`src/verilog/dzCorePkg.sv`:
```
package dzCorePkg;

  typedef logic [7:0]  tData;
  typedef logic [15:0] tAddr;
  typedef logic [2:0]  tRegIdx;   // B C D E H L (HL) A
  typedef logic [2:0]  tAluOp;
  typedef logic [2:0]  tOpClass;

  localparam tAluOp aluAdd  = 3'd0;
  localparam tAluOp aluSub  = 3'd1;
  localparam tAluOp aluAnd  = 3'd2;
  localparam tAluOp aluXor  = 3'd3;
  localparam tAluOp aluOr   = 3'd4;
  localparam tAluOp aluInc  = 3'd5;
  localparam tAluOp aluDec  = 3'd6;
  localparam tAluOp aluPass = 3'd7;

  localparam tOpClass opNop     = 3'd0;
  localparam tOpClass opLoadReg = 3'd1;
  localparam tOpClass opLoadImm = 3'd2;
  localparam tOpClass opAlu     = 3'd3;
  localparam tOpClass opStore   = 3'd4;
  localparam tOpClass opJump    = 3'd5;
  localparam tOpClass opHalt    = 3'd6;

  // ----------------------------------------
  // Opcode fields

  localparam logic [1:0] grpMisc = 2'b00;
  localparam logic [1:0] grpLoad = 2'b01;
  localparam logic [1:0] grpAlu  = 2'b10;
  localparam logic [1:0] grpJump = 2'b11;

  localparam tRegIdx regIdxH  = 3'd4;
  localparam tRegIdx regIdxL  = 3'd5;
  localparam tRegIdx regIdxHl = 3'd6;
  localparam tRegIdx regIdxA  = 3'd7;

  typedef struct packed {
    logic z;
    logic n;
    logic h;
    logic c;
  } tFlags;

  typedef struct packed {
    tOpClass    opClass;
    tRegIdx     dstReg;
    tRegIdx     srcReg;
    tAluOp      aluOp;
    logic [1:0] condCode;   // NZ Z NC C
    logic       condUsed;
  } tDecodedOp;

  typedef struct packed {
    logic readRequest;
    logic writeEnable;
    tAddr addr;
    tData writeData;
  } tMemRequest;

  typedef enum logic [2:0] {
    sFetch,
    sExec,
    sOperandReq,
    sOperandCap,
    sTargetReq,
    sTargetCap,
    sStore,
    sHalt
  } tSeqState;

  localparam tData flagsResetValue = 8'hB0;   // Flags live in the high nibble

endpackage

```
`src/verilog/opcodeDecoder.sv`:
```
module opcodeDecoder
(
  input  logic                 iClock,
  input  logic                 rst,
  input  dzCorePkg::tData      readData,
  input  logic                 capture,
  output dzCorePkg::tDecodedOp decoded
);
  import dzCorePkg::*;

  logic       captureCycle;
  tData       opcodeReg;
  tData       opcode;
  logic [1:0] group;
  tRegIdx     dst;
  tRegIdx     src;

  // Opcode arrives one cycle after the fetch strobe
  always_ff @(posedge iClock)
  begin
    if (rst)
    begin
      captureCycle <= 1'b0;
      opcodeReg    <= '0;
    end
    else
    begin
      captureCycle <= capture;
      if (captureCycle)
        opcodeReg <= readData;
    end
  end

  assign opcode = captureCycle ? readData : opcodeReg;   // Bypass during capture
  assign group  = opcode[7:6];
  assign dst    = opcode[5:3];
  assign src    = opcode[2:0];

  always_comb
  begin
    decoded          = '0;
    decoded.opClass  = opNop;
    decoded.dstReg   = dst;
    decoded.srcReg   = src;
    decoded.aluOp    = aluPass;
    decoded.condCode = opcode[4:3];
    case (group)
      grpMisc:
      begin
        if (dst != regIdxHl)
        begin
          decoded.srcReg = dst;   // INC and DEC work on the destination
          case (src)
            3'b110: decoded.opClass = opLoadImm;
            3'b100:
            begin
              decoded.opClass = opAlu;
              decoded.aluOp   = aluInc;
            end
            3'b101:
            begin
              decoded.opClass = opAlu;
              decoded.aluOp   = aluDec;
            end
            default: decoded.opClass = opNop;
          endcase
        end
      end
      grpLoad:
      begin
        if (dst == regIdxHl && src == regIdxHl)
          decoded.opClass = opHalt;
        else if (dst == regIdxHl)
          decoded.opClass = opStore;
        else if (src != regIdxHl)
          decoded.opClass = opLoadReg;
      end
      grpAlu:
      begin
        decoded.dstReg = regIdxA;
        case (dst)
          3'b000:  decoded.aluOp = aluAdd;
          3'b010:  decoded.aluOp = aluSub;
          3'b100:  decoded.aluOp = aluAnd;
          3'b101:  decoded.aluOp = aluXor;
          3'b110:  decoded.aluOp = aluOr;
          default: decoded.aluOp = aluPass;   // ADC SBC CP
        endcase
        if (decoded.aluOp != aluPass && src != regIdxHl)
          decoded.opClass = opAlu;
      end
      default:
      begin
        if (opcode == 8'hC3)
          decoded.opClass = opJump;
        else if (opcode[7:5] == 3'b110 && src == 3'b010)
        begin
          decoded.opClass  = opJump;
          decoded.condUsed = 1'b1;
        end
      end
    endcase
  end

endmodule

```
`src/verilog/sequencer.sv`:
```
module sequencer
(
  input  logic                 iClock,
  input  logic                 rst,
  input  dzCorePkg::tDecodedOp decoded,
  input  dzCorePkg::tFlags     flags,
  output logic                 regWrite,
  output logic                 flagsWrite,
  output logic                 fetch,
  output logic                 operandFetch,
  output logic                 store,
  output logic                 loadPc,
  output logic                 captureOperand,
  output logic                 halted
);
  import dzCorePkg::*;

  tSeqState state;
  tSeqState nextState;
  logic     condMet;
  logic     jumpTaken;

  // Reset parks in fetch, so the first cycle after reset reads resetPc
  always_ff @(posedge iClock)
  begin
    if (rst)
      state <= sFetch;
    else
      state <= nextState;
  end

  always_comb
  begin
    case (decoded.condCode)
      2'b00:   condMet = !flags.z;
      2'b01:   condMet = flags.z;
      2'b10:   condMet = !flags.c;
      default: condMet = flags.c;
    endcase
  end

  assign jumpTaken = !decoded.condUsed || condMet;

  // ----------------------------------------
  always_comb
  begin
    nextState = state;
    case (state)
      sFetch: nextState = sExec;
      sExec:
      begin
        case (decoded.opClass)
          opLoadImm: nextState = sOperandReq;
          opJump:    nextState = sOperandReq;
          opStore:   nextState = sStore;
          opHalt:    nextState = sHalt;
          default:   nextState = sFetch;
        endcase
      end
      sOperandReq: nextState = sOperandCap;
      sOperandCap: nextState = (decoded.opClass == opJump) ? sTargetReq : sFetch;
      sTargetReq:  nextState = sTargetCap;
      sTargetCap:  nextState = sFetch;
      sStore:      nextState = sFetch;
      default:     nextState = sHalt;   // Only reset leaves
    endcase
  end

  assign fetch          = (state == sFetch) && !rst;   // Bus quiet during reset
  assign operandFetch   = (state == sOperandReq) || (state == sTargetReq);
  assign captureOperand = (state == sOperandCap) && (decoded.opClass == opJump);
  assign loadPc         = (state == sTargetCap) && jumpTaken;
  assign store          = (state == sStore);
  assign halted         = (state == sHalt);

  assign regWrite = (state == sExec && (decoded.opClass == opLoadReg ||
                                        decoded.opClass == opAlu)) ||
                    (state == sOperandCap && decoded.opClass == opLoadImm);

  assign flagsWrite = (state == sExec) && (decoded.opClass == opAlu);

endmodule

```
`src/verilog/registerFile.sv`:
```
module registerFile
(
  input  logic              iClock,
  input  logic              rst,
  input  logic              writeEnable,
  input  dzCorePkg::tRegIdx writeIdx,
  input  dzCorePkg::tData   writeData,
  input  logic              flagsWrite,
  input  dzCorePkg::tFlags  flagsIn,
  input  dzCorePkg::tRegIdx readIdxA,
  input  dzCorePkg::tRegIdx readIdxB,
  output dzCorePkg::tData   readA,
  output dzCorePkg::tData   readB,
  output dzCorePkg::tData   accumulator,
  output dzCorePkg::tData   regH,
  output dzCorePkg::tData   regL,
  output dzCorePkg::tFlags  flags
);
  import dzCorePkg::*;

  tData regs [8];   // Slot 6 is (HL), never written

  always_ff @(posedge iClock)
  begin
    if (rst)
    begin
      for (int i = 0; i < 8; i++)
        regs[i] <= '0;
      flags <= flagsResetValue[7:4];
    end
    else
    begin
      if (writeEnable && writeIdx != regIdxHl)
        regs[writeIdx] <= writeData;
      if (flagsWrite)
        flags <= flagsIn;
    end
  end

  assign readA       = regs[readIdxA];
  assign readB       = regs[readIdxB];
  assign accumulator = regs[regIdxA];
  assign regH        = regs[regIdxH];
  assign regL        = regs[regIdxL];

endmodule

```
`src/verilog/aluFlags.sv`:
```
module aluFlags
(
  input  dzCorePkg::tData      accumulator,
  input  dzCorePkg::tData      operand,
  input  dzCorePkg::tData      immediate,
  input  dzCorePkg::tDecodedOp decoded,
  input  dzCorePkg::tFlags     flagsIn,
  output dzCorePkg::tData      result,
  output dzCorePkg::tFlags     flagsOut
);
  import dzCorePkg::*;

  logic [4:0] halfSum;
  logic [4:0] halfDiff;
  logic [8:0] fullSum;
  logic [8:0] fullDiff;

  assign halfSum  = {1'b0, accumulator[3:0]} + {1'b0, operand[3:0]};
  assign halfDiff = {1'b0, accumulator[3:0]} - {1'b0, operand[3:0]};   // Borrow into bit 4
  assign fullSum  = {1'b0, accumulator} + {1'b0, operand};
  assign fullDiff = {1'b0, accumulator} - {1'b0, operand};

  always_comb
  begin
    result   = operand;
    flagsOut = flagsIn;
    case (decoded.aluOp)
      aluAdd:
      begin
        result   = fullSum[7:0];
        flagsOut = '{z: 1'b0, n: 1'b0, h: halfSum[4], c: fullSum[8]};
      end
      aluSub:
      begin
        result   = fullDiff[7:0];
        flagsOut = '{z: 1'b0, n: 1'b1, h: halfDiff[4], c: fullDiff[8]};
      end
      aluAnd:
      begin
        result   = accumulator & operand;
        flagsOut = '{z: 1'b0, n: 1'b0, h: 1'b1, c: 1'b0};
      end
      aluXor:
      begin
        result   = accumulator ^ operand;
        flagsOut = '{z: 1'b0, n: 1'b0, h: 1'b0, c: 1'b0};
      end
      aluOr:
      begin
        result   = accumulator | operand;
        flagsOut = '{z: 1'b0, n: 1'b0, h: 1'b0, c: 1'b0};
      end
      aluInc:
      begin
        result     = operand + 8'd1;
        flagsOut.n = 1'b0;
        flagsOut.h = (result[3:0] == 4'h0);   // Carry left the low nibble
      end
      aluDec:
      begin
        result     = operand - 8'd1;
        flagsOut.n = 1'b1;
        flagsOut.h = (result[3:0] == 4'hF);
      end
      default: result = (decoded.opClass == opLoadImm) ? immediate : operand;
    endcase
    if (decoded.aluOp != aluPass)
      flagsOut.z = (result == '0);
  end

endmodule

```
`src/verilog/busInterface.sv`:
```
module busInterface
#(
  parameter dzCorePkg::tAddr resetPc = 16'h0000
)
(
  input  logic                  iClock,
  input  logic                  rst,
  input  logic                  fetch,
  input  logic                  operandFetch,
  input  logic                  store,
  input  logic                  loadPc,
  input  logic                  captureOperand,
  input  dzCorePkg::tData       readData,
  input  dzCorePkg::tData       regH,
  input  dzCorePkg::tData       regL,
  input  dzCorePkg::tData       storeData,
  output dzCorePkg::tMemRequest memRequest
);
  import dzCorePkg::*;

  tAddr pc;
  tData targetLow;

  always_ff @(posedge iClock)
  begin
    if (rst)
      pc <= resetPc;
    else if (loadPc)
      pc <= {readData, targetLow};   // High byte straight off the bus
    else if (fetch || operandFetch)
      pc <= pc + 16'd1;
  end

  always_ff @(posedge iClock)
  begin
    if (captureOperand)
      targetLow <= readData;
  end

  always_comb
  begin
    memRequest.readRequest = fetch || operandFetch;
    memRequest.writeEnable = store;
    memRequest.addr        = store ? {regH, regL} : pc;
    memRequest.writeData   = storeData;
  end

endmodule

```
`src/verilog/dzCoreTop.sv`:
```
module dzCoreTop
#(
  parameter dzCorePkg::tAddr resetPc = 16'h0000
)
(
  input  logic                  iClock,
  input  logic                  rst,
  output dzCorePkg::tMemRequest memRequest,
  input  dzCorePkg::tData       readData,
  output logic                  halted
);
  import dzCorePkg::*;

  tDecodedOp decoded;
  tFlags     flags;
  tFlags     newFlags;
  tData      aluResult;
  tData      readA;
  tData      readB;
  tData      accumulator;
  tData      regH;
  tData      regL;
  logic      regWrite;
  logic      flagsWrite;
  logic      fetch;
  logic      operandFetch;
  logic      store;
  logic      loadPc;
  logic      captureOperand;

  // ----------------------------------------
  // Input side
  opcodeDecoder decoder
  (
    .iClock   (iClock),
    .rst      (rst),
    .readData (readData),
    .capture  (fetch),
    .decoded  (decoded)
  );

  // ----------------------------------------
  // Processing
  sequencer control
  (
    .iClock         (iClock),
    .rst            (rst),
    .decoded        (decoded),
    .flags          (flags),
    .regWrite       (regWrite),
    .flagsWrite     (flagsWrite),
    .fetch          (fetch),
    .operandFetch   (operandFetch),
    .store          (store),
    .loadPc         (loadPc),
    .captureOperand (captureOperand),
    .halted         (halted)
  );

  registerFile regs
  (
    .iClock      (iClock),
    .rst         (rst),
    .writeEnable (regWrite),
    .writeIdx    (decoded.dstReg),
    .writeData   (aluResult),
    .flagsWrite  (flagsWrite),
    .flagsIn     (newFlags),
    .readIdxA    (decoded.srcReg),
    .readIdxB    (decoded.srcReg),   // Store data for LD (HL),r
    .readA       (readA),
    .readB       (readB),
    .accumulator (accumulator),
    .regH        (regH),
    .regL        (regL),
    .flags       (flags)
  );

  aluFlags alu
  (
    .accumulator (accumulator),
    .operand     (readA),
    .immediate   (readData),
    .decoded     (decoded),
    .flagsIn     (flags),
    .result      (aluResult),
    .flagsOut    (newFlags)
  );

  // ----------------------------------------
  // Output side
  busInterface #(.resetPc(resetPc)) bus
  (
    .iClock         (iClock),
    .rst            (rst),
    .fetch          (fetch),
    .operandFetch   (operandFetch),
    .store          (store),
    .loadPc         (loadPc),
    .captureOperand (captureOperand),
    .readData       (readData),
    .regH           (regH),
    .regL           (regL),
    .storeData      (readB),
    .memRequest     (memRequest)
  );

endmodule

```
`config.mk`:
```
export PLATFORM = sky130hd
export DESIGN_NAME = dzCoreTop
export DESIGN_NICKNAME = d
export VERILOG_FILES = /design/src/verilog/dzCorePkg.sv /design/src/verilog/opcodeDecoder.sv /design/src/verilog/sequencer.sv /design/src/verilog/registerFile.sv /design/src/verilog/aluFlags.sv /design/src/verilog/busInterface.sv /design/src/verilog/dzCoreTop.sv
export SDC_FILE = /design/constraint.sdc
export NUM_CORES = 1
export LEC_CHECK = 0
export BUFFER_PORTS_ARGS = -buffer_cell sky130_fd_sc_hd__buf_4
export CORE_MARGIN = 1
export CORE_UTILIZATION = 34
export DETAILED_ROUTE_END_ITERATION = 10
export HOLD_SLACK_MARGIN = 0.03
export MAX_ROUTING_LAYER = met4
export PLACE_DENSITY = 0.52
export SLEW_MARGIN = 20
export SYNTH_ARGS = -nofsm -noshare
export SYNTH_HDL_FRONTEND = slang
export SYNTH_SLANG_ARGS = --single-unit
```
`constraint.sdc`:
```
create_clock -name iClock -period 8.1 [get_ports iClock]
set_input_delay 1.62 -clock iClock [delete_from_list [all_inputs] [get_ports iClock]]
set_output_delay 1.62 -clock iClock [all_outputs]
set_load 0.05 [all_outputs]
```
==> impl_metrics.py, run 1 <==
metrics = {
    "timing": {
        "final_hold_viol_count": 0,
        "fmax_ghz": 0.146,
        "min_period_over_period_pct": 84.7,
        "min_period_ns": 6.86,
        "slew_viol_final": 0,
        "timing.slew.headroom_pct": 32.5,
        "max_slew.worst_pin.slew_ns": 1.01,
        "layout_setup_ws_ns": 1.24,
        "tns_ns": 0,
        "grt_setup_unrepaired": "false",
        "skew_ns": 0.0171,
        "setup_violations": 0,
    },
    "yosys": {
        "avgSynthCellArea_um2": 9.38,
        "synth_edf_count": 72,
        "synthTopCellsByArea": "edfxtp_1, dfxtp_1, nor2_1",
        "synthFlopType": "edfxtp_1",
        "ys_ff_latch": 102,
        "synth_area_um2": 6860,
        "synth_warnings": 0,
        "synthCells": 732,
        "synth_top_area_share_pct": 31.5,
        "synth.distinct_cells": 90,
        "ys_seq_area_share_pct": 40.2,
        "synthArstFlopShare_pct": 0,
        "yosys.area.top_type": "edfxtp_1",
    },
    "setup_path": {
        "worstPathRequired_ns": 8.19,
        "cp.arrival_ns": 6.95,
        "critPathCaptureType": "flop",
        "critPathKind": "input port to flop",
        "critPathMaxFanout": 16,
        "worstSetupStartpointType": "input port",
    },
    "placement": {
        "gp_congestion": 0.967,
        "portBuffers": 36,
        "place_hpwl_mm": 15.7,
        "postPlaceCellArea_um2": 7360,
        "dp_slack_ns": 0.923,
    },
    "drt": {
        "vias_per_cell": 5.57,
        "drt-wirelength-per-cell_um": 20.4,
        "vias": 5727,
        "first_iter_violations": 580,
        "ant_nets": 0,
        "firstDrtPassIters": 5,
        "drc": 0,
        "drt-total-wl_mm": 21.0,
    },
    "floorplanning": {
        "dieHeight_um": 144,
        "io_pins": 37,
        "dieArea_um2": 20800,
        "die-width_um": 144,
        "core_um2": 19700,
        "rows": 51,
        "start_util_pct": 34.9,
    },
    "clock_tree": {
        "htree_levels": 3,
        "post-cts-setup-buffers": 0,
        "cts_root_buf": "clkbuf_16",
        "clk_latency_ns": 0.37,
        "cts_tree": "built",
        "holdBufCountCts": 0,
        "clk_path_buf_depth": 2,
        "cts_buffers": 9,
        "post_cts_resized": 0,
        "clkSlewWorstSetupHoldPaths_ns": 0.08,
        "clock_sinks": 102,
    },
    "cells_and_area": {
        "num_antenna_cells": 0,
        "fin_nets": 802,
        "final_common_cell": "nor2_1",
        "most-common-layout-cells": "nor2_1, nand2_1, edfxtp_1",
        "drive_gt1_share_pct": 12.6,
        "final_cell_area_um2": 7660,
        "areaGrowthSynthToFinish_pct": 11.6,
    },
    "power": {
        "p_leak_nw": 3.02,
        "ir_drop_v": 0.000114,
        "power_w": 0.00169,
        "power_density_nw_per_um2": 221,
    },
    "global_routing": {
        "track_usage_pct": 21.8,
        "grt_pass1_wl_mm": 32.5,
        "antenna_found_initial": 0,
        "grt_pass1_vias": 5480,
        "grt-ovfl-total": 0,
        "grt_max_degree": 49,
    },
    "job": {
        "cap_violations": 0,
    },
    "status": {
        "status": "finished, final reports clean",
    },
    "min_path": {
        "holdCritPathClass": "flop to flop",
    },
}
path summary, 6_finish.rpt:
path                   startpoint  cells after the start         endpoint  slack, ns
max                   readData[7]                     19  regs.regs[7][7]       1.24
min reg2reg      bus.targetLow[5]                      2        bus.pc[5]       0.49
min              bus.targetLow[5]                      2        bus.pc[5]       0.49
max reg2reg  decoder.captureCycle                     19  regs.regs[7][7]       1.73
worst max-delay path, cell delays in order:
cell	delay, ns
buf_4	0.15
or3b_4	0.43
a211o_2	0.40
a22o_1	0.53
nand2_1	0.15
o21ai_0	0.10
o21ai_1	0.82
inv_1	0.16
ha_1	0.37
o21ba_2	0.15
o21bai_1	0.11
a21oi_1	0.21
o21bai_1	0.11
a221oi_1	0.33
o21ai_0	0.13
a222oi_1	0.36
nand2_1	0.16
nor3b_4	0.55
nor2_1	0.09
cell families after synthesis:
logic type,count (synthesis),share of synthesized area [%]
xor+xnor,19,2.42
simple gates,311,21.2
compound gates,167,17.2
flops,102,40.2
mux,39,8.33
fa+ha+maj,34,6.53
other cells,1,0.0546
buf+inv,59,4.03
stage by stage:
stage	std cells	util [%]	hold WS (ns)
finish	1028	39.0	0.486
global route	1028	39.0	0.512
CTS	1028	39.0	0.497
detailed placement	1012	37.4	0.482
global placement	1012	37.4	0.456
floorplan	739	-	0.447
sequential cells by signal (all words and copies together) (netlist names):
register              flops
regs.regs                64
bus.pc                   16
bus.targetLow             8
decoder.opcodeReg         8
control.state             3
regs.flags                2
decoder.captureCycle      1
per-layer routing:
layer  up-vias  GRT usage [%]  wire [µm]
li1       2713              -          -
met3        19           3.58       1050
met4         0           4.70        206
met5         -              -          0
met1      2832           28.5       9690
met2       163           35.2      10100
cell type report:
type	count	area [µm²]
sequential	102	2760
fill	2004	12000
tap	265	332
clock inverter	7	75.1
multi-input combinational	578	3860
inverter	27	101
clock buffer	9	225
timing repair buffer	40	300
report_power, final:
part,internal (W),switching [W],leakage [nW],total [W]
Sequential,0.000579,0.0000187,0.973,0.000598
Combinational,0.000219,0.000435,1.90,0.000654
Clock,0.000219,0.000223,0.144,0.000442
Total,0.00102,0.000677,3.02,0.00169
cell usage after synthesis, types with 4 or more instances:
cell        n
a221oi_1    9
xnor2_1    10
xor2_1      9
a22oi_1     5
a222oi_1    4
dfxtp_1    30
a21oi_1    37
and2_1      4
o21ai_1     5
nand4_1     5
nand2_1    88
inv_1      25
o31ai_1     4
nand2b_1   16
or2_2       4
a21o_1      6
nor3b_1     5
buf_6       4
a31oi_1     4
mux2i_1    19
o21bai_1    8
clkbuf_1   19
o21a_1      5
ha_1       31
nor2_1    127
nor2b_1     7
nand3b_1    4
mux2_2      6
edfxtp_1   72
buf_2       5
mux4_2      8
nor3_1      8
and3_1      8
nand3_1    15
o21ai_0    33
o211ai_1   10
(Power assumes the default switching activity.)
==> run 2: changes to the inputs <==
Clock period 8.1 ns to 6.58 ns, I/O delays scaled along.
==> impl_metrics.py, run 2 (synthesis results as in run 1) <==
metrics = {
    "min_path": {
        "min_to": "bus.pc[7]",
        "worstHoldStart": "bus.targetLow[7]",
        "hold-path-cell-count": 2,
        "holdCritPathClass": "flop to flop",
    },
    "clock_tree": {
        "cts_tree": "built",
        "clock_sinks": 102,
        "cts_buffers": 9,
        "post-cts-setup-buffers": 0,
        "clk_latency_ns": 0.37,
        "holdBufCountCts": 0,
        "post_cts_resized": 0,
        "htree_levels": 3,
        "clkSlewWorstSetupHoldPaths_ns": 0.08,
        "clk_path_buf_depth": 2,
        "cts_root_buf": "clkbuf_16",
    },
    "timing": {
        "fmax_ghz": 0.172,
        "tns_ns": 0,
        "slew_viol_final": 0,
        "setup_violations": 0,
        "grt_setup_unrepaired": "false",
        "max_slew.worst_pin.slew_ns": 0.887,
        "min_period_over_period_pct": 88.5,
        "final_hold_viol_count": 0,
        "min_period_ns": 5.83,
        "timing.slew.headroom_pct": 40.4,
        "skew_ns": 0.0103,
    },
    "placement": {
        "place_hpwl_mm": 16.0,
        "gp_congestion": 0.947,
        "placedCellCount": 1023,
        "portBuffers": 36,
    },
    "setup_path": {
        "path_cells": "buf_4, or3b_4, a221oi_2, o21ai_4, mux2i_1, mux2i_1, o21ai_2, inv_1, ha_1, fa_1, a21o_1, a21oi_1, o21bai_1, a21oi_1, xnor2_1, a221o_1, nor3_4, and4_1, a31o_1",
        "critPathMaxStageDelay_ns": 0.44,
        "cp.arrival_ns": 6.14,
        "critPathMaxFanout": 18,
        "reg2reg_slack_ns": 0.87,
        "critPathKind": "input port to flop",
        "worstPathRequired_ns": 6.90,
        "critPathCaptureType": "flop",
        "crit_slowest_cell": "fa_1",
        "reg2reg_to": "regs.flags[3]",
        "worstSetupStartpointType": "input port",
        "reg2reg_depth": 18,
        "rr_startpoint": "decoder.captureCycle",
    },
    "floorplanning": {
        "rows": 51,
        "core_um2": 19700,
        "die-width_um": 144,
        "dieArea_um2": 20800,
        "io_pins": 37,
        "dieHeight_um": 144,
        "start_util_pct": 34.9,
    },
    "cells_and_area": {
        "fill_cells": 2029,
        "multi_input_area_um2": 3870,
        "top_regs": "regs.regs x64, bus.pc x16",
        "most-common-layout-cells": "nor2_1, nand2_1, edfxtp_1",
        "areaGrowthSynthToFinish_pct": 13.1,
        "largest-register": "regs.regs",
        "final_common_cell": "nor2_1",
        "largest_reg_flops": 64,
        "fin_nets": 813,
        "num_antenna_cells": 0,
        "layoutNonFillerInstCount": 1039,
        "drive_gt1_share_pct": 13.8,
        "area.sequential_um2": 2760,
    },
    "power": {
        "p_leak_nw": 3.08,
        "ir_drop_v": 0.000134,
        "power_density_nw_per_um2": 278,
    },
    "status": {
        "status": "finished, final reports clean",
    },
    "job": {
        "cap_violations": 0,
    },
    "global_routing": {
        "grt_max_degree": 49,
        "grt-ovfl-total": 0,
        "grt_pass1_wl_mm": 33.1,
        "track_usage_pct": 22.3,
        "antenna_found_initial": 0,
        "grt_pass1_vias": 5691,
    },
    "drt": {
        "firstDrtPassIters": 5,
        "vias": 5788,
        "first_iter_violations": 647,
        "drt-wirelength-per-cell_um": 20.5,
        "vias_per_cell": 5.57,
        "drc": 0,
        "ant_nets": 0,
        "drt-total-wl_mm": 21.3,
    },
}
==> run 2: cell types whose count changed in the layout (fill, tap and decap cells not counted), sizes merged <==
cell    previous run  this run
buf               40        51
bufinv             0         1
clkinv             5         4
==> run 2: routing by layer <==
| layer | GRT usage (%) | routed length [µm] |
|---|---|---|
| met4 | 6.49 | 340 |
| met1 | 29.1 | 9660 |
| met5 | - | 0 |
| met3 | 3.71 | 1030 |
| met2 | 35.4 | 10300 |
==> run 2: area by class of cell <==
type	instances	area share, %
Timing Repair Buffer	51	4.93
Clock buffer	9	2.90
Tap cell	265	4.27
Multi-Input combinational cell	578	49.8
Inverter	27	1.31
Clock inverter	7	1.18
Sequential cell	102	35.6
==> run 2: worst max-delay path, delay by kind of cell <==
kind	cells	cell delay [ns]
adders and majority gates	2	0.70
buffers and inverters	2	0.33
xor gates and xnor gates	1	0.10
AOI/OAI and AO/OA	9	2.23
and+or+nand+nor	3	1.06
muxes	2	0.36
==> run 2: worst max-delay path by stage <==
stage                startpoint               to  slack, ns  cells after the start
CTS                 readData[5]    regs.flags[3]       0.66                     19
global placement    readData[5]    regs.flags[3]       0.32                     19
floorplan           readData[7]  regs.regs[7][7]       0.38                     20
detailed placement  readData[5]    regs.flags[3]       0.29                     19
finish              readData[7]    regs.flags[3]       0.75                     19
global route        readData[7]    regs.flags[3]       0.45                     19
==> run 2: per-stage QoR <==
step / instance area, µm² / util (%) / worst slack (ns) / power (W) / hold slack, ns
after global placement: 7440 / 37.9 / 0.319 / 0.00158 / 0.455
after global routing: 7760 / 39.5 / 0.454 / 0.00226 / 0.519
final: 7760 / 39.5 / 0.754 / 0.00216 / 0.481
after CTS: 7760 / 39.5 / 0.662 / 0.00216 / 0.488
after detailed placement: 7440 / 37.9 / 0.294 / 0.00158 / 0.471
after floorplan: 6890 / - / 0.380 / 0.00132 / 0.447
==> run 2: power by group <==
group	switching [W]	total [W]	leakage (nW)	internal, W
logic	0.000544	0.000839	1.95	0.000296
clock network	0.000275	0.000579	0.151	0.000305
registers	0.0000248	0.000738	0.973	0.000713
total	0.000843	0.00216	3.08	0.00131
